==> config.mk <==
export PLATFORM = sky130hd
export DESIGN_NAME = cam_edge_top
export DESIGN_NICKNAME = d
export VERILOG_FILES = /design/src/cam_edge_pkg.sv /design/src/ov5640_capture.sv /design/src/row_gradient_edge.sv /design/src/line_tagger.sv /design/src/cam_edge_top.sv
export SDC_FILE = /design/constraint.sdc
export NUM_CORES = 1
export LEC_CHECK = 0
export ABC_AREA = 1
export BUFFER_PORTS_ARGS = -buffer_cell sky130_fd_sc_hd__buf_4
export CORE_MARGIN = 2
export CORE_UTILIZATION = 35
export DETAILED_ROUTE_END_ITERATION = 16
export PLACE_DENSITY = 0.64
export SLEW_MARGIN = 20
export SYNTH_ARGS = -nofsm -noshare
export SYNTH_HDL_FRONTEND = slang
export SYNTH_SLANG_ARGS = --single-unit
export TNS_END_PERCENT = 50
==> constraint.sdc <==
create_clock -name ov5640_pclk -period 3 [get_ports ov5640_pclk]
set_input_delay 0.3 -clock ov5640_pclk [delete_from_list [all_inputs] [get_ports ov5640_pclk]]
set_output_delay 0.3 -clock ov5640_pclk [all_outputs]
set_load 0.01 [all_outputs]
==> src/cam_edge_pkg.sv <==
`default_nettype none

package cam_edge_pkg;

  // rgb565 pixel and output word
  localparam int pix_w = 16;

  // line and pixel counters, the tag word carries the line count
  localparam int cnt_w = 16;

  // green level for the gradient
  // 6-bit g field in the upper bits, two zero bits below
  localparam int gray_w = 8;

  // filter output colours
  localparam logic [pix_w-1:0] edge_on  = '1;  // white, edge found
  localparam logic [pix_w-1:0] edge_off = '0;  // black, flat area

endpackage

`default_nettype wire

==> src/ov5640_capture.sv <==
`timescale 1ns/100ps
`default_nettype none

module ov5640_capture (
  input  wire                            ov5640_pclk,   // camera pixel clock
  input  wire                            sys_rst_n,     // async reset, low active
  input  wire                            ov5640_href,   // line valid from sensor
  input  wire                            ov5640_vsync,  // frame sync from sensor
  input  wire  [7:0]                     ov5640_data,   // byte bus, two per pixel
  output logic                           pix_valid,     // one-cycle pixel strobe
  output logic [cam_edge_pkg::pix_w-1:0] pix_data,      // rgb565, valid with pix_valid
  output logic                           line_start,    // href rise, one cycle late
  output logic                           line_end,      // href fall, one cycle late
  output logic                           frame_start    // vsync rise, one cycle late
);

  logic       href_d;      // href delayed one cycle
  logic       vsync_d;     // vsync delayed one cycle
  logic       byte_phase;  // high byte already held
  logic [7:0] hi_byte;     // first byte of the pair

  // sync edge detect, strobes registered
  always_ff @(posedge ov5640_pclk or negedge sys_rst_n) begin
    if (!sys_rst_n) begin
      href_d      <= 1'b0;
      vsync_d     <= 1'b0;
      line_start  <= 1'b0;
      line_end    <= 1'b0;
      frame_start <= 1'b0;
    end else begin
      href_d      <= ov5640_href;
      vsync_d     <= ov5640_vsync;
      line_start  <= ov5640_href & ~href_d;    // 0 -> 1
      line_end    <= ~ov5640_href & href_d;    // 1 -> 0
      frame_start <= ov5640_vsync & ~vsync_d;  // new frame
    end
  end

  // byte phase, restarts on every line
  always_ff @(posedge ov5640_pclk or negedge sys_rst_n) begin
    if (!sys_rst_n) begin
      byte_phase <= 1'b0;
      pix_valid  <= 1'b0;
    end else begin
      pix_valid <= ov5640_href & byte_phase;  // second byte seen
      if (!ov5640_href) begin
        byte_phase <= 1'b0;  // odd leftover byte dropped here
      end else begin
        byte_phase <= ~byte_phase;
      end
    end
  end

  // pair assembly, high byte comes first
  always_ff @(posedge ov5640_pclk) begin
    if (ov5640_href && !byte_phase) begin
      hi_byte <= ov5640_data;
    end
    if (ov5640_href && byte_phase) begin
      pix_data <= {hi_byte, ov5640_data};  // r5 g6 b5
    end
  end

  // two bytes per pixel, so strobes never touch
  a_pix_spacing : assert property (
    @(posedge ov5640_pclk) disable iff (!sys_rst_n)
    pix_valid |=> !pix_valid
  ) else $error("pix_valid high in two consecutive cycles");

endmodule

`default_nettype wire

==> src/row_gradient_edge.sv <==
`timescale 1ns/100ps
`default_nettype none

module row_gradient_edge (
  input  wire                            ov5640_pclk,     // pixel clock
  input  wire                            sys_rst_n,       // async reset, low active
  input  wire  [7:0]                     edge_threshold,  // static, strict compare
  input  wire                            pix_valid,       // pixel strobe from capture
  input  wire  [cam_edge_pkg::pix_w-1:0] pix_data,        // rgb565 in
  input  wire                            line_end,        // flush last pixel
  output logic                           edge_valid,      // result strobe
  output logic [cam_edge_pkg::pix_w-1:0] edge_data        // edge_on or edge_off
);

  logic [cam_edge_pkg::gray_w-1:0] cur_g;    // level of incoming pixel
  logic [cam_edge_pkg::gray_w-1:0] mid_g;    // pending pixel, previous one
  logic [cam_edge_pkg::gray_w-1:0] left_g;   // pixel before the pending one
  logic [cam_edge_pkg::gray_w-1:0] right_g;  // right neighbour of pending pixel
  logic [cam_edge_pkg::gray_w-1:0] diff_g;   // abs(left - right)
  logic                            first_in_line;  // nothing pending yet
  logic                            decide;   // pending pixel resolved this cycle
  logic                            is_edge;

  // green field into the top six bits
  assign cur_g = {pix_data[10:5], 2'b00};

  // at line end the last pixel is its own right neighbour
  assign right_g = pix_valid ? cur_g : mid_g;

  assign diff_g = (left_g > right_g) ? (left_g - right_g) : (right_g - left_g);

  assign is_edge = diff_g > edge_threshold;  // equal is not an edge

  // a new pixel or the line end closes the pending one
  assign decide = (pix_valid | line_end) & ~first_in_line;

  // control, reset
  always_ff @(posedge ov5640_pclk or negedge sys_rst_n) begin
    if (!sys_rst_n) begin
      first_in_line <= 1'b1;
      edge_valid    <= 1'b0;
    end else begin
      edge_valid <= decide;  // one cycle after pixel x+1
      if (line_end) begin
        first_in_line <= 1'b1;  // next line starts empty
      end else if (pix_valid) begin
        first_in_line <= 1'b0;
      end
    end
  end

  // level pipeline, one pixel deep
  always_ff @(posedge ov5640_pclk) begin
    if (pix_valid) begin
      mid_g  <= cur_g;
      left_g <= first_in_line ? cur_g : mid_g;  // first pixel mirrors left side
    end
  end

  // result word
  always_ff @(posedge ov5640_pclk) begin
    if (decide) begin
      edge_data <= is_edge ? cam_edge_pkg::edge_on : cam_edge_pkg::edge_off;
    end
  end

  // capture ends a line one cycle after its last pixel at the earliest
  a_no_overlap : assert property (
    @(posedge ov5640_pclk) disable iff (!sys_rst_n)
    !(pix_valid && line_end)
  ) else $error("pix_valid and line_end in the same cycle");

endmodule

`default_nettype wire

==> src/line_tagger.sv <==
`timescale 1ns/100ps
`default_nettype none

module line_tagger #(
  parameter int h_pixel = 640  // full line length in pixels
) (
  input  wire                            ov5640_pclk,   // pixel clock
  input  wire                            sys_rst_n,     // async reset, low active
  input  wire                            line_start,    // new line strobe
  input  wire                            frame_start,   // new frame strobe
  input  wire                            ov5640_vsync,  // holds line count at zero
  input  wire                            edge_valid,    // filtered pixel strobe
  input  wire  [cam_edge_pkg::pix_w-1:0] edge_data,     // filtered pixel
  output logic                           out_valid,     // word strobe to sender
  output logic [cam_edge_pkg::pix_w-1:0] out_data,      // pixel or line number
  output logic                           out_is_tag     // out_data is a line number
);

  logic [cam_edge_pkg::cnt_w-1:0] line_cnt;  // line number in frame, from 1
  logic [cam_edge_pkg::cnt_w-1:0] pix_cnt;   // edge words in this line
  logic                           cnt_eq;    // line just became full
  logic                           eq_d;      // cnt_eq one cycle back
  logic                           tag_fire;  // insert tag word now

  assign cnt_eq   = (pix_cnt == cam_edge_pkg::cnt_w'(h_pixel));
  assign tag_fire = cnt_eq & ~eq_d;  // once per line, extras ignored

  // line counter
  always_ff @(posedge ov5640_pclk or negedge sys_rst_n) begin
    if (!sys_rst_n) begin
      line_cnt <= '0;
    end else if (ov5640_vsync) begin
      line_cnt <= '0;  // held through the frame gap
    end else if (line_start) begin
      line_cnt <= line_cnt + 1'b1;
    end
  end

  // pixel counter
  always_ff @(posedge ov5640_pclk or negedge sys_rst_n) begin
    if (!sys_rst_n) begin
      pix_cnt <= '0;
    end else if (line_start || frame_start) begin
      pix_cnt <= '0;
    end else if (edge_valid) begin
      pix_cnt <= pix_cnt + 1'b1;
    end
  end

  // output strobes
  always_ff @(posedge ov5640_pclk or negedge sys_rst_n) begin
    if (!sys_rst_n) begin
      eq_d       <= 1'b0;
      out_valid  <= 1'b0;
      out_is_tag <= 1'b0;
    end else begin
      eq_d       <= cnt_eq;
      out_valid  <= edge_valid | tag_fire;
      out_is_tag <= tag_fire;  // cycle after last pixel word
    end
  end

  // output word
  always_ff @(posedge ov5640_pclk) begin
    if (tag_fire) begin
      out_data <= line_cnt;
    end else if (edge_valid) begin
      out_data <= edge_data;
    end
  end

  // filter leaves a gap after every word, the tag slot must be free
  a_tag_slot : assert property (
    @(posedge ov5640_pclk) disable iff (!sys_rst_n)
    tag_fire |-> !edge_valid
  ) else $error("edge word collides with line tag");

endmodule

`default_nettype wire

==> src/cam_edge_top.sv <==
`timescale 1ns/100ps
`default_nettype none

module cam_edge_top #(
  parameter int h_pixel = 640  // pixels per full line
) (
  input  wire                            ov5640_pclk,     // camera pixel clock
  input  wire                            sys_rst_n,       // async reset, low active
  input  wire                            ov5640_href,
  input  wire                            ov5640_vsync,
  input  wire  [7:0]                     ov5640_data,
  input  wire  [7:0]                     edge_threshold,  // held static
  output logic                           out_valid,
  output logic [cam_edge_pkg::pix_w-1:0] out_data,
  output logic                           out_is_tag,
  output logic                           frame_start
);

  logic                           pix_valid;   // capture -> filter
  logic [cam_edge_pkg::pix_w-1:0] pix_data;
  logic                           line_end;
  logic                           line_start;  // capture -> tagger
  logic                           edge_valid;  // filter -> tagger
  logic [cam_edge_pkg::pix_w-1:0] edge_data;

  ov5640_capture u_capture (
    .ov5640_pclk  (ov5640_pclk),
    .sys_rst_n    (sys_rst_n),
    .ov5640_href  (ov5640_href),
    .ov5640_vsync (ov5640_vsync),
    .ov5640_data  (ov5640_data),
    .pix_valid    (pix_valid),
    .pix_data     (pix_data),
    .line_start   (line_start),
    .line_end     (line_end),
    .frame_start  (frame_start)  // also a top output
  );

  row_gradient_edge u_edge (
    .ov5640_pclk    (ov5640_pclk),
    .sys_rst_n      (sys_rst_n),
    .edge_threshold (edge_threshold),
    .pix_valid      (pix_valid),
    .pix_data       (pix_data),
    .line_end       (line_end),
    .edge_valid     (edge_valid),
    .edge_data      (edge_data)
  );

  line_tagger #(
    .h_pixel (h_pixel)
  ) u_tagger (
    .ov5640_pclk  (ov5640_pclk),
    .sys_rst_n    (sys_rst_n),
    .line_start   (line_start),
    .frame_start  (frame_start),
    .ov5640_vsync (ov5640_vsync),
    .edge_valid   (edge_valid),
    .edge_data    (edge_data),
    .out_valid    (out_valid),
    .out_data     (out_data),
    .out_is_tag   (out_is_tag)
  );

endmodule

`default_nettype wire

==> metrics.txt <==
fin util 0.440; Final nets 698; post-route minimum period 2.85 ns; Antenna diodes 0; largest net degree at the start of global routing 45; CP endpoint kind flop; Initial DRC Count 190; DP Worst Slack -0.0994 ns; first-pass GRT wire length 16,500 um; die area 14,500 um^2; Peak VDD IR 0.279 mV; core area 13,200 um^2; timing-limited maximum frequency 351 MHz; root buf cell clkbuf_16; Cell Rows 42; worst min-delay path class input pin to flop; DR DRC count 0; fin worst setup slack 0.155 ns; routed vias 3,875; sequential area share after synthesis 0.483; Worst setup SP type flop; post-synth top area cell dfrtp_1; Crit Path Max Fanout 8; CP required 3.08 ns; H-tree levels 3; Final Hold Fails 0; commonest cells after routing, fill and taps aside nand2_1, inv_1, buf_4; Post-DRT Antenna Nets 0; final RePlAce weighted congestion 0.873; Synth-to-Final Area Change 23.1%; vias per std cell 4.66; die span in y 120 um; crit share post-route 0.948; Synth Warn # 0; clk_lat worst skew 0.34 ns; post-synthesis cell type count 33; Max-Slew Margin vs Limit 0.501; syn nets 631; die width 120 um; CP arrival 2.93 ns; WL/cell 11.8 um; R2R setup slack 0.15 ns; CTS tree yes; gr usage total 0.141; Worst Tran Pin Value 0.747 ns; Power Dens Cells 523 nW/um^2; vias in the first global route 3,777; total gr overflow 0; flops & latches, synth 86; Post-synth EDFFs 34; Leakage 2.76 nW; clock sinks 86; Design Power 0.00304 W; commonest non-fill, non-tap cell in the layout nand2_1; final WL 9810 um; share of the synthesized area in the top cell type 0.228; Detailed Routing Iterations Pass 1 4; post-synthesis cell count 583; initial antenna violation count 0; Worst Path Class, Setup flop to flop; Post-Syn Area 4730 um^2; Final Skew 0.00684 ns; ranking of synthesized cells by area dfrtp_1, edfxtp_1, nand2_1, inv_1, ha_1; R2R cell count 18; # port buffers 36; starting density of the core 0.357; clk buf depth 2; Max-Cap Viols 0; status complete, no violations; CTS buffer count 9; hold-critical path depth 1; Final setup viols 0; I/O pins 39; layout cells sized above 1 0.192; post-detail-place hpwl 7180 um; Synth Area per Inst 8.11 um^2; clock transition at the registers of the reported paths 0.06 ns; Async S/R FF share, synth 0.512; most common flop cell mapped by yosys dfrtp_1; fin. max-slew vios 0
==> worst paths after layout <==
check	from	end
setup / recovery	u_capture.pix_valid$_DFF_PN0_	u_edge.edge_data[14]$_DFFE_PP_
hold / removal	ov5640_href	u_capture.href_d$_DFF_PN0_
setup reg to reg	u_capture.pix_valid$_DFF_PN0_	u_edge.edge_data[14]$_DFFE_PP_
hold reg to reg	u_capture.vsync_d$_DFF_PN0_	u_capture.frame_start$_DFF_PN0_
max in group asynchronous	sys_rst_n	u_capture.pix_valid$_DFF_PN0_
min in group asynchronous	sys_rst_n	u_tagger.line_cnt[9]$_DFFE_PN0P_
==> synth_stat cells, types with 2 or more instances <==
library cell,number
a21oi_1,29
buf_2,4
clkbuf_1,5
dfrtp_1,43
dfxtp_1,8
edfxtp_1,34
fa_1,2
ha_1,26
inv_1,98
nand2_1,160
nand3_1,32
nand4_1,22
nor2_1,53
nor3_1,16
nor3_4,2
o21ai_0,22
or2_2,6
xnor2_1,4
xor2_1,3
==> worst max-delay path, stage by stage, from the launching register on <==
cell and delay (ns):
dfrtp_2 0.44, buf_6 0.15, nor2_4 0.11, ha_1 0.15, inv_1 0.07, fa_2 0.41
nand3_2 0.08, nand3_2 0.08, nand2_2 0.12, nand2_4 0.08, nand2_4 0.11, buf_4 0.11
nand2_1 0.04, nand2_1 0.10, ha_4 0.21, a21oi_2 0.13, o21ai_1 0.07, nand2_1 0.07
a21oi_2 0.07
==> power by group <==
group	leakage (nW)	internal, W	switching (W)
logic	1.65	0.000310	0.000396
clock network	0.129	0.000561	0.000450
registers	0.979	0.00129	0.0000334
total	2.76	0.00216	0.000880
==> registers in the layout, summed over array words and instances, names as in the netlist, 3 cells and up <==
register	count
u_tagger.pix_cnt	16
u_edge.mid_g	8
u_tagger.line_cnt	16
u_edge.left_g	8
u_tagger.out_data	16
u_capture.pix_data	6
u_capture.hi_byte	3
==> logic make-up (layout without fill, tap and decap cells) <==
group | Yosys count | count (layout) | synth area share
xor+xnor | 7 | 7 | 0.0130
simple gates | 295 | 296 | 0.273
fa+ha+maj | 28 | 28 | 0.0773
buf+inv | 111 | 182 | 0.0918
flops | 86 | 86 | 0.483
compound gates | 56 | 56 | 0.0619
==> layout make-up <==
cell class	instances	area, um^2
clock buffers	9	225
clock inverters	7	50.0
fillers	1310	7420
inverters	99	374
multi-input cells	387	2160
flip-flops and latches	86	2280
well taps	176	220
repair buffers	67	509
==> repair_timing <==
item / CTS / global route
resized for setup: 5 / 37
buffers inserted: 0 / 3
hold endpoints to repair: 43 / 0
pin swaps: 0 / 10
gates cloned: 0 / 1
hold buffers: 1 / 0
setup endpoints to repair: 1 / 1
==> per-stage QoR <==
step	cells	instance area, um^2	hold WS [ns]	setup TNS (ns)
4_1_cts	827	5670	0.0915	0
5_1_grt	831	5820	0.0946	-0.0150
3_3_place_gp	810	5360	0.340	-0.0875
3_5_place_dp	810	5360	0.338	-0.0994
2_1_floorplan	583	4730	0.00441	0
6_report	831	5820	0.100	0
==> per-layer routing <==
layer | up-vias | global-route usage | wire length (um)
met5 | - | 0 | 0
met3 | 16 | 0.0226 | 323
met2 | 62 | 0.244 | 4940
met1 | 1796 | 0.175 | 4350
li1 | 2001 | - | -
met4 | 0 | 0.0589 | 204
Power figures use the tool's default switching activity.
